--- src/source/leaf_pkg.sv ---
package leaf_pkg;

    localparam int PACKET_BITS  = 49;
    localparam int PAYLOAD_BITS = 32;
    localparam int LEAF_BITS    = 5;
    localparam int PORT_BITS    = 4;
    localparam int SEQ_BITS     = 7;

    typedef logic [PACKET_BITS-1:0]  packet_t;
    typedef logic [PAYLOAD_BITS-1:0] payload_t;
    typedef logic [LEAF_BITS-1:0]    leaf_id_t;
    typedef logic [PORT_BITS-1:0]    port_id_t;
    typedef logic [SEQ_BITS-1:0]     seq_t;

    // Tree word layout
    localparam int VALID_BIT   = 48;
    localparam int LEAF_MSB    = 47;
    localparam int LEAF_LSB    = 43;
    localparam int PORT_MSB    = 42;
    localparam int PORT_LSB    = 39;
    localparam int SEQ_MSB     = 38;
    localparam int SEQ_LSB     = 32;
    localparam int PAYLOAD_MSB = 31;
    localparam int PAYLOAD_LSB = 0;

    localparam port_id_t CFG_PORT = 4'd0;   // Route table writes arrive here

    // Payload of a configuration packet
    localparam int CFG_IDX_MSB   = 3;       // Output port being written
    localparam int CFG_IDX_LSB   = 0;
    localparam int CFG_LEAF_MSB  = 8;
    localparam int CFG_LEAF_LSB  = 4;
    localparam int CFG_DPORT_MSB = 12;
    localparam int CFG_DPORT_LSB = 9;

endpackage

--- src/source/user_kernel.sv ---
`timescale 1ns/10ps

module user_kernel import leaf_pkg::*; #(
    parameter int NUM_PORTS = 2
) (
    input  logic                   clk,
    input  logic                   rst,
    input  payload_t [NUM_PORTS:1] in_data,
    input  logic [NUM_PORTS:1]     in_vld,
    output logic [NUM_PORTS:1]     in_ack,
    output payload_t [NUM_PORTS:1] out_data,
    output logic [NUM_PORTS:1]     out_vld,
    input  logic [NUM_PORTS:1]     out_ack
);

    // One register slice per port, result is payload plus port number
    for (genvar k = 1; k <= NUM_PORTS; k++) begin : g_slice
        logic     vld_q;
        payload_t data_q;
        logic     take;

        assign in_ack[k]   = !vld_q || out_ack[k];     // Empty or draining this cycle
        assign take        = in_vld[k] && in_ack[k];
        assign out_vld[k]  = vld_q;
        assign out_data[k] = data_q;

        always_ff @(posedge clk) begin
            if (rst)
                vld_q <= 1'b0;
            else if (take)
                vld_q <= 1'b1;
            else if (out_ack[k])
                vld_q <= 1'b0;
        end

        always_ff @(posedge clk) begin
            if (take)
                data_q <= in_data[k] + payload_t'(k);
        end
    end

endmodule

--- config.mk ---
export PLATFORM = sky130hd
export DESIGN_NAME = user_kernel
export DESIGN_NICKNAME = d
export VERILOG_FILES = /design/src/source/leaf_pkg.sv /design/src/source/user_kernel.sv
export SDC_FILE = /design/constraint.sdc
export NUM_CORES = 1
export LEC_CHECK = 0
export BUFFER_PORTS_ARGS = -buffer_cell sky130_fd_sc_hd__buf_2
export CAP_MARGIN = 20
export CORE_ASPECT_RATIO = 1.25
export CORE_MARGIN = 2
export CORE_UTILIZATION = 45
export DETAILED_ROUTE_END_ITERATION = 8
export GPL_ROUTABILITY_DRIVEN = 0
export PLACE_DENSITY_LB_ADDON = 0.12
export SLEW_MARGIN = 10
export SYNTH_ARGS = -nofsm -noshare
export SYNTH_HDL_FRONTEND = slang
export SYNTH_SLANG_ARGS = --single-unit
--- constraint.sdc ---
create_clock -name clk -period 3 [get_ports clk]
set_clock_uncertainty 0.05 [all_clocks]
set_input_delay 0.45 -clock clk [delete_from_list [all_inputs] [get_ports clk]]
set_output_delay 0.45 -clock clk [all_outputs]
set_load 0.005 [all_outputs]
; Word level (Yosys, flattened, before mapping)
; Index checks and enable logic that the tools add are counted.
[totals]
reg_bits = 66
latchBits = 0
ramBits = 0
romBits = 0
in_bits = 70
out_inout_bits = 68
n_memories = 0
[classes]
addsub = 2
multipliers = 0
div_mod_pow = 0
magnitude_cmp = 0
n_eq_ne = 0
n_shift = 0
n_mux = 4
n_bitwise = 0
n_reduce_logical = 8
[op_table]
columns = op, n
row1 = $add 32x1->32 const B, 1
row2 = $add 32x2->32 const B, 1
row3 = $mux 1, 4
row4 = $reduce_bool 2->1, 2
row5 = $logic_and 1x1->1, 2
row6 = $logic_not 1->1, 2
row7 = $logic_or 1x1->1, 2

; Logic depth before layout (Yosys ltp)
[depth]
ltp_word = 4
ltp_mapped = 5
ltp_nobuf = 5

; Least setup slack after synthesis
; OpenSTA, ideal clock, no wires.
[synth_timing]
path_type = in2reg
start = input in_data[33] (netlist name)
end = register g_slice[2].data_q[31] (data pin)
setup_ns = 0.268
arrival_time_ns = 1.682
required_ns = 2.682
setup_slack_ns = 1.001
cell_stages = 5
n_path_buf = 0
cell_sequence = ha_1 -> nand4_1 -> or4_4 -> nor4_2 -> xor2_1
[synth_via]
elab_chain_len = 1
[synth_rtl]
columns = element, line
row1 = "start, declared", user_kernel.sv:8  ; input payload_t [NUM_PORTS:1] in_data,
row2 = $add 32x2->32, user_kernel.sv:38  ; data_q <= in_data[k] + payload_t'(k);
row3 = "end signal, assigned", user_kernel.sv:38
row4 = "end, declared", user_kernel.sv:19  ; payload_t data_q;
; Every way passes these cells.
; A chain may end at the register's enable or synchronous reset.

; Worst setup path in the final report
; Same ends and word-level chain as after synthesis.

==> qor.log <==
qor: run_status.result_of_the_run finished clean
qor: die.standard_cell_rows 34
qor: yosys.ffs_latches_synth 66
qor: critical_path.setup.worst_path.end_class flip-flop
qor: sta.post_route_clock_period_utilization 62.7%
qor: detailed_routing.drt_first_iter_violations 88
qor: grt.grt_pass1_wl 10800 um
qor: final_layout.post_route_cells_drive_above_1_share 40.9%
qor: sta.finalWorstPathRequiredPeriod 1.88 ns
qor: final_layout.layout_commonest_cell buf_2
qor: sta.final_critical_path_setup_slack 1.12 ns
qor: sta.unrepaired_setup_endpoints_after_global_routing no
qor: clock_tree.clk_latency 0.33 ns
qor: grt.gr-total-overflow 0
qor: yosys.async_reset_ff_share 0%
qor: critical_path.worst_setup_path_start_kind primary input
qor: detailed_routing.avgRoutedWirePerCell 13.5 um
qor: detailed_routing.antenna_left 0
qor: pwr.finalPower 2.02 mW
qor: clock_tree.post-cts-setup-buffer-count 0
qor: detailed_routing.drt_pre_antenna_iters 4
qor: yosys.yosys.area_share.simple 19.1%
qor: final_layout.final_net_count 470
qor: sta.timing_worst_slew_pin_value 0.628 ns
qor: final_layout.area.growth.synth_to_final 31.0%
qor: yosys.yosys-mux-area-fraction 0%
qor: yosys.yosysSeqAreaShare 61.4%
qor: grt.grt_pass1_vias 2387
qor: yosys.synth_flop_cell edfxtp_1
qor: detailed_routing.via_per_inst 4.92
qor: critical_path.worstPathRequired 3.03 ns
qor: grt.antenna_found_initial 0
qor: clock_tree.hold_buffers 0
qor: clock_tree.clockRootBuffer clkbuf_8
qor: sta.fmaxAchievable 532 MHz
qor: clock_tree.numClockSinks 66
qor: yosys.synth_fp_nets 323
qor: final_layout.final_util 60.3%
qor: min_path.timing.hold.worst_path_depth 2
qor: die.chipWidth 79.3 um
qor: critical_path.cpPeakStageDelay 0.60 ns
qor: yosys.yosysUniqueCellTypes 27
qor: final_layout.antenna_cells_inserted 0
qor: final_layout.fill_cells 622
qor: critical_path.critical_path.cell_chain buf_2 -> ha_1 -> nand4_1 -> or4_4 -> nor4_2 -> xor2_1
qor: critical_path.worst-endpoint-arrival 1.91 ns
qor: critical_path.cpMaxStageDelayCell or4_4
qor: pwr.leakagePower 1.71 nW
qor: clock_tree.worst_setup_hold_path_clk_slew 0.07 ns
qor: clock_tree.h-tree-depth 3
qor: critical_path.cp.depth 6
qor: yosys.synth_compound_gate_area_share 0.313%
qor: yosys.syn-cell-area 3190 um2
qor: critical_path.critical-path-top-delay-family simple AND/OR/NAND/NOR gates
qor: die.design.core.area 6930 um2
qor: sta.setup_viol 0
qor: sta.timing.max_slew.rel_slack 57.7%
qor: sta.final_hold_viol_count 0
qor: clock_tree.cts_resized 0
qor: grt.grt_use_total 17.8%
qor: die.floorplan.initialDensity 46.0%
qor: yosys.synth_cells 251
qor: yosys.syn-mean-instance-area 12.7 um2
qor: place.half_perimeter_wire_length_after_placement 5210 um
qor: detailed_routing.drt_drc_violations_left 0
qor: yosys.post_synth_edffs 64
qor: place.preCtsSetupSlack 0.768 ns
qor: die.ios 138
qor: detailed_routing.routed-via-count 2427
qor: clock_tree.cts.path.max_buffers 2
qor: clock_tree.cts_inserted_buffers 9
qor: yosys.ys.warnings.count 0
qor: clock_tree.cts_tree done
qor: pwr.pwr_density_cell 483 nW/um2
qor: grt.grt_max_degree 33
qor: detailed_routing.drt_wl_total 6680 um
qor: job.max_cap_violations 0
qor: pwr.highest_ir_drop_seen_on_vdd 0.000327 V
qor: yosys.post_synth_xor_area_fraction 16.2%
qor: final_layout.final_cell_mix buf_2 (137), edfxtp_1 (64), xnor2_1 (36)
qor: critical_path.path_buf_inv 1
qor: place.port_buffers 137
qor: yosys.dominant_combinational_cell_family_by_area_after_synthesis simple AND/OR/NAND/NOR gates
qor: yosys.post_synth_fa_ha_maj_area_fraction 0.784%
qor: critical_path.cp_max_fo 5
qor: die.die_height 98.2 um
qor: critical_path.r2r_cells 3
qor: die.design.die.area 7790 um2
qor: critical_path.critPathKind in -> reg
qor: sta.final_max_slew_viol_count 0
qor: sta.fin_tns_setup 0 ns
qor: min_path.hold_path_class in -> reg
area by class of cell:
type / instances / area [um2] / share of cell area, %
clock buffers: 10 / 128 / 3.05
clock inverters: 6 / 57.6 / 1.38
inverters: 10 / 37.5 / 0.897
multi-input cells: 169 / 1160 / 27.8
flip-flops and latches: 66 / 1960 / 46.9
well taps: 90 / 113 / 2.69
repair buffers: 142 / 723 / 17.3
metal layers:
layer	global-route usage [%]	routed length [um]	up-vias	share of wire (%)
met5	0	0	-	0
met4	8.62	149	0	2.2
met3	3.79	453	12	6.8
met2	30.6	3490	89	52
met1	21.0	2590	1119	39
li1	-	-	1207	-
sequential cells by signal, indices dropped and copies added (netlist names):
signal / flops
g_slice.data_q: 64
g_slice.vld_q: 2
path summary, 6_finish.rpt:
kind,from,to,slack (ns)
hold reg to reg,g_slice[2].vld_q,g_slice[2].vld_q,0.46
hold / removal,rst,g_slice[2].vld_q,0.24
setup reg to reg,g_slice[1].vld_q,g_slice[1].data_q[25],1.68
setup / recovery,in_data[33],g_slice[2].data_q[31],1.12
metrics by stage:
step	instances	hold slack [ns]	area (um2)
detailed placement	477	0.456	4000
finish	493	0.240	4180
global placement	477	0.456	4000
global route	493	0.233	4180
CTS	493	0.229	4180
floorplan	251	0.456	3190
logic make-up (layout without fill, tap and decap cells):
family	after synthesis	in the layout
adders and majority gates	2	2
AOI/OAI and AO/OA	2	2
buffers and inverters	16	168
xor gates and xnor gates	59	59
and+or+nand+nor	106	106
DFF	66	66
synth_stat cells, types with 2 or more instances:
| cell type | n | area (um2) |
|---|---|---|
| nand2_1 | 15 | 56.3 |
| xnor2_1 | 36 | 315 |
| edfxtp_1 | 64 | 1920 |
| dfxtp_1 | 2 | 40.0 |
| and2_1 | 5 | 31.3 |
| and3_1 | 6 | 37.5 |
| nor3_1 | 8 | 40.0 |
| xor2_1 | 23 | 201 |
| nand2b_1 | 2 | 12.5 |
| inv_1 | 10 | 37.5 |
| nor4_2 | 5 | 62.6 |
| clkbuf_1 | 3 | 11.3 |
| nand4_1 | 16 | 100 |
| nor4_1 | 2 | 12.5 |
| buf_4 | 2 | 15.0 |
| a21oi_1 | 2 | 10.0 |
| nor2_1 | 12 | 45.0 |
| nand3_1 | 24 | 120 |
| or2_2 | 2 | 12.5 |
| and4_1 | 4 | 35.0 |
| ha_1 | 2 | 25.0 |
worst reg2reg max path: stages, from the launching register on:
cell and delay [ns]:
dfxtp_1 0.32, nand2b_1 0.10, and2_1 0.13, buf_4 0.36
power breakdown:
group | switching [mW] | total [mW] | internal (mW)
clock | 0.327 | 0.704 | 0.377
sequential | 0.0128 | 1.09 | 1.08
combinational | 0.122 | 0.226 | 0.105
total | 0.461 | 2.02 | 1.56
Power figures use the tool's default switching activity.
