File: config.mk
export PLATFORM = sky130hd
export DESIGN_NAME = leaf_rx_flat
export DESIGN_NICKNAME = d
export VERILOG_FILES = /design/src/source/leaf_pkg.sv /design/src/source/route_cfg_if.sv /design/src/source/port_fifo.sv /design/src/source/leaf_rx.sv /design/src/flat_wrapper.sv
export SDC_FILE = /design/constraint.sdc
export NUM_CORES = 1
export LEC_CHECK = 0
export BUFFER_PORTS_ARGS = -buffer_cell sky130_fd_sc_hd__buf_4
export CAP_MARGIN = 20
export CORE_AREA = 2 2 177 179
export CTS_BUF_LIST = sky130_fd_sc_hd__clkbuf_2
export CTS_CLUSTER_SIZE = 30
export DETAILED_ROUTE_END_ITERATION = 8
export DIE_AREA = 0 0 179 181
export SLEW_MARGIN = 0
export SYNTH_ARGS = -nofsm -noshare
export SYNTH_HDL_FRONTEND = slang
export SYNTH_SLANG_ARGS = --single-unit
File: constraint.sdc
create_clock -name clk -period 3.68 [get_ports clk]
set_input_delay 0.92 -clock clk [delete_from_list [all_inputs] [get_ports clk]]
set_output_delay 0.92 -clock clk [all_outputs]
set_load 0.02 [all_outputs]
File: src/source/leaf_pkg.sv
package leaf_pkg;

    localparam int PACKET_BITS  = 49;
    localparam int PAYLOAD_BITS = 32;
    localparam int LEAF_BITS    = 5;
    localparam int PORT_BITS    = 4;
    localparam int SEQ_BITS     = 7;

    typedef logic [PACKET_BITS-1:0]  packet_t;
    typedef logic [PAYLOAD_BITS-1:0] payload_t;
    typedef logic [LEAF_BITS-1:0]    leaf_id_t;
    typedef logic [PORT_BITS-1:0]    port_id_t;
    typedef logic [SEQ_BITS-1:0]     seq_t;

    // Tree word layout
    localparam int VALID_BIT   = 48;
    localparam int LEAF_MSB    = 47;
    localparam int LEAF_LSB    = 43;
    localparam int PORT_MSB    = 42;
    localparam int PORT_LSB    = 39;
    localparam int SEQ_MSB     = 38;
    localparam int SEQ_LSB     = 32;
    localparam int PAYLOAD_MSB = 31;
    localparam int PAYLOAD_LSB = 0;

    localparam port_id_t CFG_PORT = 4'd0;   // Route table writes arrive here

    // Payload of a configuration packet
    localparam int CFG_IDX_MSB   = 3;       // Output port being written
    localparam int CFG_IDX_LSB   = 0;
    localparam int CFG_LEAF_MSB  = 8;
    localparam int CFG_LEAF_LSB  = 4;
    localparam int CFG_DPORT_MSB = 12;
    localparam int CFG_DPORT_LSB = 9;

endpackage

File: src/source/route_cfg_if.sv
`timescale 1ns/10ps

interface route_cfg_if import leaf_pkg::*; ();

    logic     wr;           // One cycle per table write
    port_id_t port;         // 1-based output port
    leaf_id_t dest_leaf;
    port_id_t dest_port;

    modport src (
        output wr, port, dest_leaf, dest_port
    );

    modport dst (
        input wr, port, dest_leaf, dest_port
    );

endinterface

File: src/source/port_fifo.sv
`timescale 1ns/10ps

module port_fifo #(
    parameter int WIDTH     = 32,
    parameter int FIFO_BITS = 2
) (
    input  logic             clk,
    input  logic             rst,
    input  logic             push,
    input  logic [WIDTH-1:0] push_data,
    output logic             full,
    output logic [WIDTH-1:0] pop_data,
    output logic             pop_vld,
    input  logic             pop_ack
);

    localparam int DEPTH = 2 ** FIFO_BITS;

    logic [WIDTH-1:0] mem [DEPTH];
    logic [FIFO_BITS:0] wr_ptr;     // Extra bit tells full from empty
    logic [FIFO_BITS:0] rd_ptr;
    logic do_push;
    logic do_pop;

    assign full = (wr_ptr[FIFO_BITS] != rd_ptr[FIFO_BITS]) &&
                  (wr_ptr[FIFO_BITS-1:0] == rd_ptr[FIFO_BITS-1:0]);
    assign pop_vld  = (wr_ptr != rd_ptr);
    assign pop_data = mem[rd_ptr[FIFO_BITS-1:0]];    // Head word, first word fall through

    assign do_push = push && !full;
    assign do_pop  = pop_vld && pop_ack;

    always_ff @(posedge clk) begin
        if (rst) begin
            wr_ptr <= '0;
            rd_ptr <= '0;
        end else begin
            if (do_push)
                wr_ptr <= wr_ptr + 1'b1;
            if (do_pop)
                rd_ptr <= rd_ptr + 1'b1;
        end
    end

    always_ff @(posedge clk) begin
        if (do_push)
            mem[wr_ptr[FIFO_BITS-1:0]] <= push_data;
    end

endmodule

File: src/source/leaf_rx.sv
`timescale 1ns/10ps

module leaf_rx import leaf_pkg::*; #(
    parameter int LEAF_ID   = 3,
    parameter int NUM_PORTS = 2,
    parameter int FIFO_BITS = 2
) (
    input  logic                   clk,
    input  logic                   rst,
    input  logic                   ap_start,
    input  packet_t                din,
    output logic                   kernel_rst,
    output payload_t [NUM_PORTS:1] user_data,
    output logic [NUM_PORTS:1]     user_vld,
    input  logic [NUM_PORTS:1]     user_ack,
    route_cfg_if.src               cfg
);

    leaf_id_t           din_leaf;
    port_id_t           din_port;
    payload_t           din_payload;
    logic               hit;
    logic               cfg_hit;
    logic [NUM_PORTS:1] push_q;
    payload_t           data_q;
    logic [NUM_PORTS:1] fifo_vld;

    assign din_leaf    = din[LEAF_MSB:LEAF_LSB];
    assign din_port    = din[PORT_MSB:PORT_LSB];
    assign din_payload = din[PAYLOAD_MSB:PAYLOAD_LSB];

    assign hit     = din[VALID_BIT] && (din_leaf == leaf_id_t'(LEAF_ID));
    assign cfg_hit = hit && (din_port == CFG_PORT);

    // ************************************************************
    // Input decode, one register stage in front of the FIFOs
    // ************************************************************
    always_ff @(posedge clk) begin
        if (rst) begin
            push_q     <= '0;
            cfg.wr     <= 1'b0;
            kernel_rst <= 1'b1;
        end else begin
            for (int k = 1; k <= NUM_PORTS; k++)
                push_q[k] <= hit && (din_port == port_id_t'(k));   // Ports above range fall out here
            cfg.wr <= cfg_hit;
            if (ap_start)
                kernel_rst <= 1'b0;     // Latched, stays low until rst
        end
    end

    always_ff @(posedge clk) begin
        data_q <= din_payload;
        if (cfg_hit) begin
            cfg.port      <= din_payload[CFG_IDX_MSB:CFG_IDX_LSB];
            cfg.dest_leaf <= din_payload[CFG_LEAF_MSB:CFG_LEAF_LSB];
            cfg.dest_port <= din_payload[CFG_DPORT_MSB:CFG_DPORT_LSB];
        end
    end

    // Kernel sees nothing until started, FIFOs keep filling meanwhile
    assign user_vld = fifo_vld & ~{NUM_PORTS{kernel_rst}};

    for (genvar k = 1; k <= NUM_PORTS; k++) begin : g_in_fifo
        port_fifo #(
            .WIDTH     ($bits(payload_t)),
            .FIFO_BITS (FIFO_BITS)
        ) in_fifo (
            .clk       (clk),
            .rst       (rst),
            .push      (push_q[k]),
            .push_data (data_q),
            .full      (),                  // Tree side never overfills
            .pop_data  (user_data[k]),
            .pop_vld   (fifo_vld[k]),
            .pop_ack   (user_ack[k] && !kernel_rst)
        );
    end

endmodule

File: src/flat_wrapper.sv
// flat-port wrapper written by rule: the top's interface ports become plain ports
module leaf_rx_flat import leaf_pkg::*;
#(
    parameter int LEAF_ID   = 3,
    parameter int NUM_PORTS = 2,
    parameter int FIFO_BITS = 2
)
  (clk, rst, ap_start, din, kernel_rst, user_data, user_vld, user_ack, cfg_wr, cfg_port, cfg_dest_leaf, cfg_dest_port);
  route_cfg_if cfg_i ();
  input  logic clk;
  input  logic rst;
  input  logic ap_start;
  input  packet_t din;
  output logic kernel_rst;
  output payload_t [NUM_PORTS:1] user_data;
  output logic [NUM_PORTS:1] user_vld;
  input  logic [NUM_PORTS:1] user_ack;
  output wire logic [$bits(cfg_i.wr)-1:0] cfg_wr;
  output wire logic [$bits(cfg_i.port)-1:0] cfg_port;
  output wire logic [$bits(cfg_i.dest_leaf)-1:0] cfg_dest_leaf;
  output wire logic [$bits(cfg_i.dest_port)-1:0] cfg_dest_port;
  assign cfg_wr = cfg_i.wr;
  assign cfg_port = cfg_i.port;
  assign cfg_dest_leaf = cfg_i.dest_leaf;
  assign cfg_dest_port = cfg_i.dest_port;
  leaf_rx #(.LEAF_ID(LEAF_ID), .NUM_PORTS(NUM_PORTS), .FIFO_BITS(FIFO_BITS)) u_core (.clk(clk), .rst(rst), .ap_start(ap_start), .din(din), .kernel_rst(kernel_rst), .user_data(user_data), .user_vld(user_vld), .user_ack(user_ack), .cfg(cfg_i));
endmodule
## Word-level counts from Yosys, hierarchy flattened

Memory sizes are Yosys's and may differ from the RTL's. A register that Yosys moved wholly into a read port is not among the register bits.
Cells that the tools add are included.

| cells by class | value |
|---|---|
| $add $sub $neg | 4 |
| equal/unequal tests | 9 |
| muxes and demuxes | 8 |
| bitwise operators | 2 |
| reductions and logical operators | 16 |

Operators with widths:

| cell | number |
|---|---|
| adder 3 x 1 -> 3 bit, second input constant | 4 |
| logical AND 1 bit | 12 |
| two-way mux 2 bit | 4 |
| inequality test 3 bit | 2 |
| == test 5 x 2 -> 1 bit, second input constant | 1 |
| == test 2 bit | 2 |
| == test 4 x 1 -> 1 bit, second input constant | 1 |
| == test 4 x 2 -> 1 bit, second input constant | 1 |
| logical NOT 4 bit | 1 |
| two-way mux 1 bit | 4 |
| logical NOT 1 bit | 3 |
| bitwise AND 2 bit | 1 |
| inequality test 1 bit | 2 |
| inverter 2 bit | 1 |

| word-level totals | value |
|---|---|
| register bits after elaboration | 61 |
| memory bits (writable) | 256 |
| input bits | 54 |
| output and inout port bits | 81 |
| word-level logic and storage cells | 52 |
| memories kept | 2 |

Memories:

| name | words | width | read ports | clocked after memory_dff | wr ports | RTL line | RTL |
|---|---|---|---|---|---|---|---|
| u_core.g_in_fifo[1].in_fifo.mem | 4 | 32 | 1 | 1 | 1 | port_fifo.sv:19 | `logic [WIDTH-1:0] mem [DEPTH];` |
| u_core.g_in_fifo[2].in_fifo.mem | 4 | 32 | 1 | 1 | 1 | port_fifo.sv:19 |  |

## Depth between registers and ports, before layout

Gate-level depths: netlist of the first run.

| logic depth | value |
|---|---|
| depth after elaboration | 6 |
| depth in mapped cells | 5 |
| depth with buffers taken out | 4 |

## Modules after synthesis

A second synthesis of the first run with hierarchy kept.

| unflattened totals | value |
|---|---|
| cell total of the unflattened synthesis | 537 |
| area total of the unflattened synthesis | 11563.6 sq um |

By module, submodules not included:

| module | instances | cells an instance | area an instance (sq um) | seq. area each (sq um) |
|---|---|---|---|---|
| port_fifo | 2 | 236 | 5163.7 | 4003.8 |
| leaf_rx | 1 | 65 | 1236.2 | 1111.1 |

## Worst setup path before layout of the first run

Ideal clock, no wire load.

| timing path | value |
|---|---|
| path kind | input to register |
| start | input din[46] |
| end | register u_core.cfg.dest_leaf[0] (enable) |
| setup time | 418 ps |
| arrival | 2765 ps |
| required time | 3262 ps |
| setup slack | 498 ps |
| stages on the path | 3 |
| buffers on the path | 0 |
| path through | nor4b_1 > nand4b_1 > nor4_1 |

| between the ends | value |
|---|---|
| longest elaborated chain between the ends | 3 |

Ends and longest elaborated chain:

| item | RTL line | RTL |
|---|---|---|
| from (decl) | flat_wrapper.sv:13 | `input packet_t din;` |
| == test 5 x 2 -> 1 bit | leaf_rx.sv:32 | `assign hit = din[VALID_BIT] && (din_leaf == leaf_id_t'(LEAF_ID));` |
| logical AND 1 bit | leaf_rx.sv:32 |  |
| logical AND 1 bit | leaf_rx.sv:33 | `assign cfg_hit = hit && (din_port == CFG_PORT);` |
| via u_core.cfg_hit | leaf_rx.sv:23 | `logic cfg_hit;` |
| to (signal assigned) | leaf_rx.sv:56 | `cfg.dest_leaf <= din_payload[CFG_LEAF_MSB:CFG_LEAF_LSB];` |
| to (decl) | route_cfg_if.sv:11 | `output wr, port, dest_leaf, dest_port` |

The timed path passes the listed nets, and every way through them passes these cells.
A chain may end at the register's enable or synchronous reset.

==> out/summary.json, run 1 <==
{
  "run_status": {"value": "finished clean"},
  "worst_ep_required_time": {"value": 2.76, "unit": "ns"},
  "total_leakage_power": {"value": 4.75, "unit": "nW"},
  "ctsRootBufferMaster": {"value": "sky130_fd_sc_hd__clkbuf_2"},
  "grt_setup_unrepaired": {"value": "false"},
  "async_reset_ff_frac": {"value": 0},
  "grt_max_degree": {"value": 33},
  "synth-seq-cells": {"value": 321},
  "postCtsHoldBufs": {"value": 0},
  "dominantRegCellSynth": {"value": "sky130_fd_sc_hd__edfxtp_1"},
  "floorplan.rows": {"value": 64},
  "min_period": {"value": 3.44, "unit": "ns"},
  "p_sw_frac": {"value": 0.214},
  "cts_resized": {"value": 0},
  "postSynthCellCount": {"value": 506},
  "pwr-share-comb": {"value": 0.008},
  "worstPathArrival": {"value": 2.52, "unit": "ns"},
  "max_cap_viol_count": {"value": 0},
  "yosysSeqAreaShare": {"value": 0.800},
  "design.die.area": {"value": 32400, "unit": "um^2"},
  "synthesis.area_per_instance": {"value": 22.5, "unit": "um^2"},
  "drv_slew": {"value": 0},
  "final-hold-violation-count": {"value": 0},
  "placeableCoreArea": {"value": 30300, "unit": "um^2"},
  "wirelength": {"value": 22200, "unit": "um"},
  "die-height": {"value": 181, "unit": "um"},
  "final.period_utilization": {"value": 0.935},
  "starting_density_of_the_core": {"value": 0.376},
  "finalSetupTns": {"value": 0, "unit": "ns"},
  "dr.first_iter.drc_count": {"value": 248},
  "clk_path_buf_depth": {"value": 3},
  "non_filler_cell_area_final": {"value": 13700, "unit": "um^2"},
  "dp_cells": {"value": 1018},
  "synth_edf_count": {"value": 269},
  "ant_nets": {"value": 0},
  "maxClockFrequency": {"value": 0.291, "unit": "GHz"},
  "post_synth_instance_area": {"value": 11400, "unit": "um^2"},
  "dpl_worst_slack": {"value": 0.692, "unit": "ns"},
  "synth_most_common_cell": {"value": "sky130_fd_sc_hd__edfxtp_1"},
  "cp_slowest_cell": {"value": "sky130_fd_sc_hd__dfxtp_2"},
  "setup_slack": {"value": 0.241, "unit": "ns"},
  "numCtsBuffers": {"value": 82},
  "post_synth_most_frequent_cells": {"value": "sky130_fd_sc_hd__edfxtp_1, sky130_fd_sc_hd__mux4_2, sky130_fd_sc_hd__dfxtp_1, sky130_fd_sc_hd__nand2_1, sky130_fd_sc_hd__ha_1"},
  "critical_path_peak_fanout": {"value": 19},
  "slew-limit-headroom": {"value": 0.315},
  "grt_pass1_wl": {"value": 33600, "unit": "um"},
  "synth_top_cell_by_area": {"value": "sky130_fd_sc_hd__edfxtp_1"},
  "globalRoute.totalOverflow": {"value": 0},
  "tritoncts_num_sinks": {"value": 321},
  "min-delay-path-class": {"value": "in -> reg"},
  "post-dp-hpwl": {"value": 13200, "unit": "um"},
  "h-tree-depth": {"value": 3},
  "finish.net_count": {"value": 770},
  "power.ir.vdd_worst": {"value": 0.000234, "unit": "V"},
  "cellPowerDensity": {"value": 480, "unit": "nW/um^2"},
  "die_x": {"value": 179, "unit": "um"},
  "post-route-util": {"value": 0.451},
  "finalNonFillerCells": {"value": 1169},
  "timing_worst_slew_pin_value": {"value": 1.03, "unit": "ns"},
  "path_cells": {"value": "buf_12, mux4_2, buf_4"},
  "placed_cell_area": {"value": 12900, "unit": "um^2"},
  "cpPeakStageDelay": {"value": 0.68, "unit": "ns"},
  "power.switching": {"value": 1.40, "unit": "mW"},
  "route.detailed.drc": {"value": 0},
  "detailedRoute.firstPassIterationCount": {"value": 4},
  "route.vias.total": {"value": 5584},
  "post_cts.repair.setup_buffers": {"value": 0},
  "mappedNetlistNets": {"value": 570},
  "via_count_of_the_first_global_routing_pass": {"value": 6188},
  "power_report.internal_total": {"value": 5.17, "unit": "mW"},
  "clock_latency": {"value": 0.82, "unit": "ns"},
  "ios": {"value": 135},
  "area_growth": {"value": 20.1, "unit": "%"},
  "post_drt_wl_per_cell": {"value": 19.0, "unit": "um"},
  "finalWeightedCongestion": {"value": 0.715},
  "drive_above_1_share": {"value": 0.456},
  "synthTopCellsByArea": {"value": "sky130_fd_sc_hd__edfxtp_1, sky130_fd_sc_hd__mux4_2, sky130_fd_sc_hd__dfxtp_1"},
  "final-seq-area": {"value": 9120, "unit": "um^2"},
  "multiInputGateArea": {"value": 2190, "unit": "um^2"},
  "synth-warning-count": {"value": 0},
  "grt.total_usage": {"value": 0.140},
  "critPathCaptureType": {"value": "output pin"},
  "setup_viol": {"value": 0},
  "critPathKind": {"value": "reg -> out"},
  "cts_tree": {"value": "done"},
  "pwr-share-clk": {"value": 0.385},
  "clk_transition_reported_paths": {"value": 0.09, "unit": "ns"},
  "synthDominantCellAreaShare": {"value": 0.708},
  "layout.filler_cells": {"value": 2594},
  "io_buffer_count": {"value": 127},
  "crit_path_start_kind": {"value": "register"},
  "post_drt_via_cell_ratio": {"value": 4.78},
  "initial_antenna_violation_count": {"value": 1},
  "synth_cell_types": {"value": 33},
  "share_seq_of_total_power": {"value": 0.606},
  "clock-skew-final": {"value": 0.0459, "unit": "ns"}
}
==> cells in the final DEF, fill, tap and decap left out, drive strengths merged, types with 2 or more instances in the layout <==
cell and instances:
ha 10, bufinv 4, nor3 3, a211o 2
nor2 9, or4 2, clkbuf 126, buf 133
nor4bb 3, clkinv 19, nand2 11, mux4 64
dfxtp 52, xnor2 6, edfxtp 269, mux2 6
nand4 2, nor2b 4, mux2i 4, inv 9
o311a 2, o211ai 4, o311ai 2, xor2 6
and2 8, o31a 2, nand3 3, o31ai 2
==> registers in the layout (all words and copies together) (netlist names), named ones only <==
register                         cells
u_core.cfg.dest_leaf                 5
u_core.cfg.dest_port                 4
u_core.cfg.port                      4
u_core.cfg.wr                        1
u_core.data_q                       32
u_core.g_in_fifo.in_fifo.mem       256
u_core.g_in_fifo.in_fifo.rd_ptr      6
u_core.g_in_fifo.in_fifo.wr_ptr      6
u_core.kernel_rst                    1
u_core.push_q                        2
==> per-layer routing <==
layer | share of wire | up-vias | GRT usage
met5 | 0 | - | 0
met4 | 0.027 | 0 | 0.0624
met3 | 0.058 | 50 | 0.0370
met2 | 0.50 | 194 | 0.231
met1 | 0.41 | 2808 | 0.172
li1 | - | 2532 | -
==> kinds of logic (layout without fill, tap and decap cells) <==
| group | Yosys count | after routing | share of synthesized area |
|---|---|---|---|
| other | 0 | 1 | 0 |
| xor gates and xnor gates | 12 | 12 | 0.00922 |
| muxes | 74 | 74 | 0.137 |
| and+or+nand+nor | 49 | 49 | 0.0236 |
| adders and majority gates | 10 | 10 | 0.0110 |
| DFF | 321 | 321 | 0.800 |
| buffers and inverters | 25 | 291 | 0.00922 |
| AOI/OAI and AO/OA | 15 | 15 | 0.0108 |
==> area by class of cell <==
type,instances,area share
antenna,1,0.000183
clock buffer,126,0.0461
tap,396,0.0362
timing repair buffer,133,0.0739
sequential,321,0.666
multi-input combinational,160,0.160
clock inverter,24,0.0147
inverter,8,0.00219
==> worst paths after layout <==
| check | startpoint | endpoint | slack, ns | cells past startpoint |
|---|---|---|---|---|
| hold / removal | din[14] | u_core.data_q[14] | 0.21 | 1 |
| setup / recovery | register | user_data[1] | 0.24 | 3 |
| setup reg to reg | u_core.g_in_fifo[2].in_fifo.wr_ptr[0] | u_core.g_in_fifo[2].in_fifo.mem[2][31] | 1.20 | 3 |
| hold reg to reg | u_core.data_q[11] | u_core.g_in_fifo[1].in_fifo.mem[0][11] | 0.52 | 0 |
==> power groups by stage <==
| stage | Sequential [mW] | Combinational, mW | Clock [mW] |
|---|---|---|---|
| detailed placement | 4.07 | 0.0564 | 0 |
| floorplan | 4.05 | 0.00884 | 0 |
| global route | 3.99 | 0.0604 | 2.81 |
| global placement | 4.06 | 0.0546 | 0 |
| finish | 3.98 | 0.0556 | 2.53 |
| CTS | 3.98 | 0.0565 | 2.63 |
==> through the flow <==
stage	power, mW	hold slack, ns
2_1_floorplan	4.06	0.502
3_3_place_gp	4.12	0.511
3_5_place_dp	4.12	0.520
4_1_cts	6.67	0.0879
5_1_grt	6.87	0.108
6_report	6.57	0.209
==> critical path: cells and delay by family (launching register included) <==
family / cells / cell delay (ns)
mux: 1 / 0.57
buf+inv: 2 / 0.46
flops: 1 / 0.68
Power figures use the tool's default switching activity.
==> run 2, diff against run 1 <==
--- a/config.mk
+++ b/config.mk
@@ -7,12 +7,13 @@
 export LEC_CHECK = 0
 export BUFFER_PORTS_ARGS = -buffer_cell sky130_fd_sc_hd__buf_4
 export CAP_MARGIN = 20
-export CORE_AREA = 2 2 177 179
+export CORE_AREA = 2 2 178 180
 export CTS_BUF_LIST = sky130_fd_sc_hd__clkbuf_2
 export CTS_CLUSTER_SIZE = 30
 export DETAILED_ROUTE_END_ITERATION = 8
-export DIE_AREA = 0 0 179 181
+export DIE_AREA = 0 0 180 182
 export SLEW_MARGIN = 0
 export SYNTH_ARGS = -nofsm -noshare
 export SYNTH_HDL_FRONTEND = slang
+export SYNTH_HIERARCHICAL = 1
 export SYNTH_SLANG_ARGS = --single-unit
==> out/summary.json, run 2 <==
{
  "run_status": {"value": "finished clean"},
  "crit_path_start_kind": {"value": "register"},
  "mostFrequentLayoutCells": {"value": "sky130_fd_sc_hd__edfxtp_1, sky130_fd_sc_hd__buf_4, sky130_fd_sc_hd__clkbuf_2"},
  "worst_reg_to_reg_cells": {"value": 3},
  "grt_max_degree": {"value": 33},
  "post_drt_via_cell_ratio": {"value": 4.91},
  "placed_cell_area": {"value": 13100, "unit": "um^2"},
  "worst_ep_required_time": {"value": 2.76, "unit": "ns"},
  "final.period_utilization": {"value": 0.917},
  "path_cells": {"value": "buf_12, mux4_2, buf_4"},
  "max_cap_viol_count": {"value": 0},
  "dominantRegCellSynth": {"value": "sky130_fd_sc_hd__edfxtp_1"},
  "starting_density_of_the_core": {"value": 0.373},
  "slew-limit-headroom": {"value": 0.271},
  "grt_pass1_wl": {"value": 35800, "unit": "um"},
  "clock_latency": {"value": 0.88, "unit": "ns"},
  "globalRoute.totalOverflow": {"value": 0},
  "worstPathArrival": {"value": 2.45, "unit": "ns"},
  "r2r_setup_slack": {"value": 1.22, "unit": "ns"},
  "finalSetupTns": {"value": 0, "unit": "ns"},
  "cpPeakStageDelay": {"value": 0.65, "unit": "ns"},
  "cts_tree": {"value": "done"},
  "synth_most_common_cell": {"value": "sky130_fd_sc_hd__edfxtp_1"},
  "post_drt_wl_per_cell": {"value": 19.6, "unit": "um"},
  "h-tree-depth": {"value": 3},
  "non_filler_cell_area_final": {"value": 13900, "unit": "um^2"},
  "synthesis.area_per_instance": {"value": 21.5, "unit": "um^2"},
  "final-hold-violation-count": {"value": 0},
  "layout.cells.most_common": {"value": "sky130_fd_sc_hd__edfxtp_1"},
  "synth_edf_count": {"value": 269},
  "min_period": {"value": 3.37, "unit": "ns"},
  "report.power.total": {"value": 7.05, "unit": "mW"},
  "critPathCaptureType": {"value": "output pin"},
  "dpl_worst_slack": {"value": 1.01, "unit": "ns"},
  "synthDominantCellAreaShare": {"value": 0.699},
  "floorplan.rows": {"value": 65},
  "crit_buf_inv": {"value": 2},
  "ctsRootBufferMaster": {"value": "sky130_fd_sc_hd__clkbuf_2"},
  "finish.net_count": {"value": 807},
  "ant_nets": {"value": 0},
  "timing_worst_slew_pin_value": {"value": 1.09, "unit": "ns"},
  "detailedRoute.firstPassIterationCount": {"value": 4},
  "startpoint_of_the_worst_slack_reg_to_reg_timing_path": {"value": "u_core/g_in_fifo[1].in_fifo/wr_ptr[1]"},
  "synth_top_cell_by_area": {"value": "sky130_fd_sc_hd__edfxtp_1"},
  "drv_slew": {"value": 0},
  "setup_viol": {"value": 0},
  "finalWeightedCongestion": {"value": 0.797},
  "post_synth_instance_area": {"value": 11600, "unit": "um^2"},
  "cp_top_family": {"value": "flip-flops"},
  "worst_hold_path.endpoint": {"value": "u_core/data_q[18]"},
  "critPathKind": {"value": "reg -> out"},
  "synthTopCellsByArea": {"value": "sky130_fd_sc_hd__edfxtp_1, sky130_fd_sc_hd__mux4_2, sky130_fd_sc_hd__dfxtp_1"},
  "post_synth_most_frequent_cells": {"value": "sky130_fd_sc_hd__edfxtp_1, sky130_fd_sc_hd__mux4_2, sky130_fd_sc_hd__dfxtp_1, sky130_fd_sc_hd__nand3_1"},
  "grt_setup_unrepaired": {"value": "false"},
  "worstHoldPathCells": {"value": 1},
  "reg2reg_to": {"value": "u_core/g_in_fifo[1].in_fifo/mem[2][25]"},
  "min-delay-path-class": {"value": "in -> reg"},
  "final-seq-area": {"value": 9130, "unit": "um^2"},
  "route.vias.total": {"value": 5963},
  "initial_antenna_violation_count": {"value": 1},
  "wirelength": {"value": 23800, "unit": "um"},
  "multiInputGateArea": {"value": 2340, "unit": "um^2"},
  "io_buffer_count": {"value": 127},
  "async_reset_ff_frac": {"value": 0},
  "placeableCoreArea": {"value": 31000, "unit": "um^2"},
  "cp_slowest_cell": {"value": "sky130_fd_sc_hd__dfxtp_4"},
  "clock-skew-final": {"value": 0.0728, "unit": "ns"},
  "synth-warning-count": {"value": 6},
  "drive_above_1_share": {"value": 0.446},
  "clk_transition_reported_paths": {"value": 0.09, "unit": "ns"},
  "ios": {"value": 135},
  "die-height": {"value": 182, "unit": "um"},
  "largest_register_ff_count": {"value": 256},
  "dr.first_iter.drc_count": {"value": 423},
  "layout.filler_cells": {"value": 2688},
  "critical_path_peak_fanout": {"value": 17},
  "postSynthCellCount": {"value": 537},
  "total_leakage_power": {"value": 4.83, "unit": "nW"},
  "clk_path_buf_depth": {"value": 3},
  "cellPowerDensity": {"value": 506, "unit": "nW/um^2"},
  "timing.critical_path.depth": {"value": 3},
  "yosysSeqAreaShare": {"value": 0.789},
  "cts_resized": {"value": 0},
  "synth-seq-cells": {"value": 321},
  "synth_cell_types": {"value": 34},
  "via_count_of_the_first_global_routing_pass": {"value": 6343},
  "route.detailed.drc": {"value": 0},
  "power.ir.vdd_worst": {"value": 0.000251, "unit": "V"},
  "area_growth": {"value": 20.5, "unit": "%"},
  "tritoncts_num_sinks": {"value": 321},
  "die_x": {"value": 180, "unit": "um"},
  "grt.total_usage": {"value": 0.146},
  "design.die.area": {"value": 32800, "unit": "um^2"},
  "hold_path.startpoint": {"value": "din[18]"},
  "setup_slack": {"value": 0.307, "unit": "ns"},
  "mappedNetlistNets": {"value": 601},
  "numCtsBuffers": {"value": 82},
  "maxClockFrequency": {"value": 0.296, "unit": "GHz"},
  "post-dp-hpwl": {"value": 14200, "unit": "um"}
}
run 2: final cells by class:
cell class	count	share of cell area
Multi-Input combinational cell	187	0.168
Clock inverter	28	0.0134
Inverter	9	0.00243
Clock buffer	125	0.0449
Sequential cell	321	0.655
Tap cell	402	0.0361
Antenna cell	1	0.000180
Timing Repair Buffer	142	0.0801
run 2: metal layers:
| metal | vias up | GRT usage | share of wire |
|---|---|---|---|
| li1 | 2683 | - | - |
| met1 | 3042 | 0.172 | 0.40 |
| met2 | 204 | 0.250 | 0.52 |
| met3 | 34 | 0.0491 | 0.066 |
| met4 | 0 | 0.0511 | 0.015 |
| met5 | - | 0 | 0 |
run 2: report_power, final:
part	total, mW	internal (mW)	switching [mW]
clock network	2.46	1.07	1.40
logic	0.550	0.293	0.257
registers	4.04	3.96	0.0828
run 2: repair_timing:
action | in CTS | in global routing
endpoints found under the setup margin | 0 | 1
hold buffers | 0 | 0
buffers inserted | 0 | 1
run 2: per-stage QoR:
stage	std cells	hold slack, ns	utilization
finish	1215	0.153	0.450
global route	1215	0.0171	0.450
CTS	1213	0.0424	0.449
detailed placement	1060	0.534	0.423
global placement	1060	0.515	0.423
floorplan	537	0.502	-
run 2: cells by family after synthesis:
logic type | count (synthesis) | share of synthesized area
DFF | 321 | 0.789
muxes | 64 | 0.125
adders and majority gates | 10 | 0.0108
and+or+nand+nor | 70 | 0.0373
buffers and inverters | 29 | 0.0118
xor gates and xnor gates | 12 | 0.00909
AOI/OAI and AO/OA | 31 | 0.0177
run 2: worst max path at each step:
stage,end,slack (ns)
after global placement,user_data[51],1.01
after CTS,user_data[51],0.07
after global routing,user_data[6],0.07
after detailed placement,user_data[51],1.01
after floorplan,u_core/cfg.dest_leaf[0],0.89
final,user_data[53],0.31
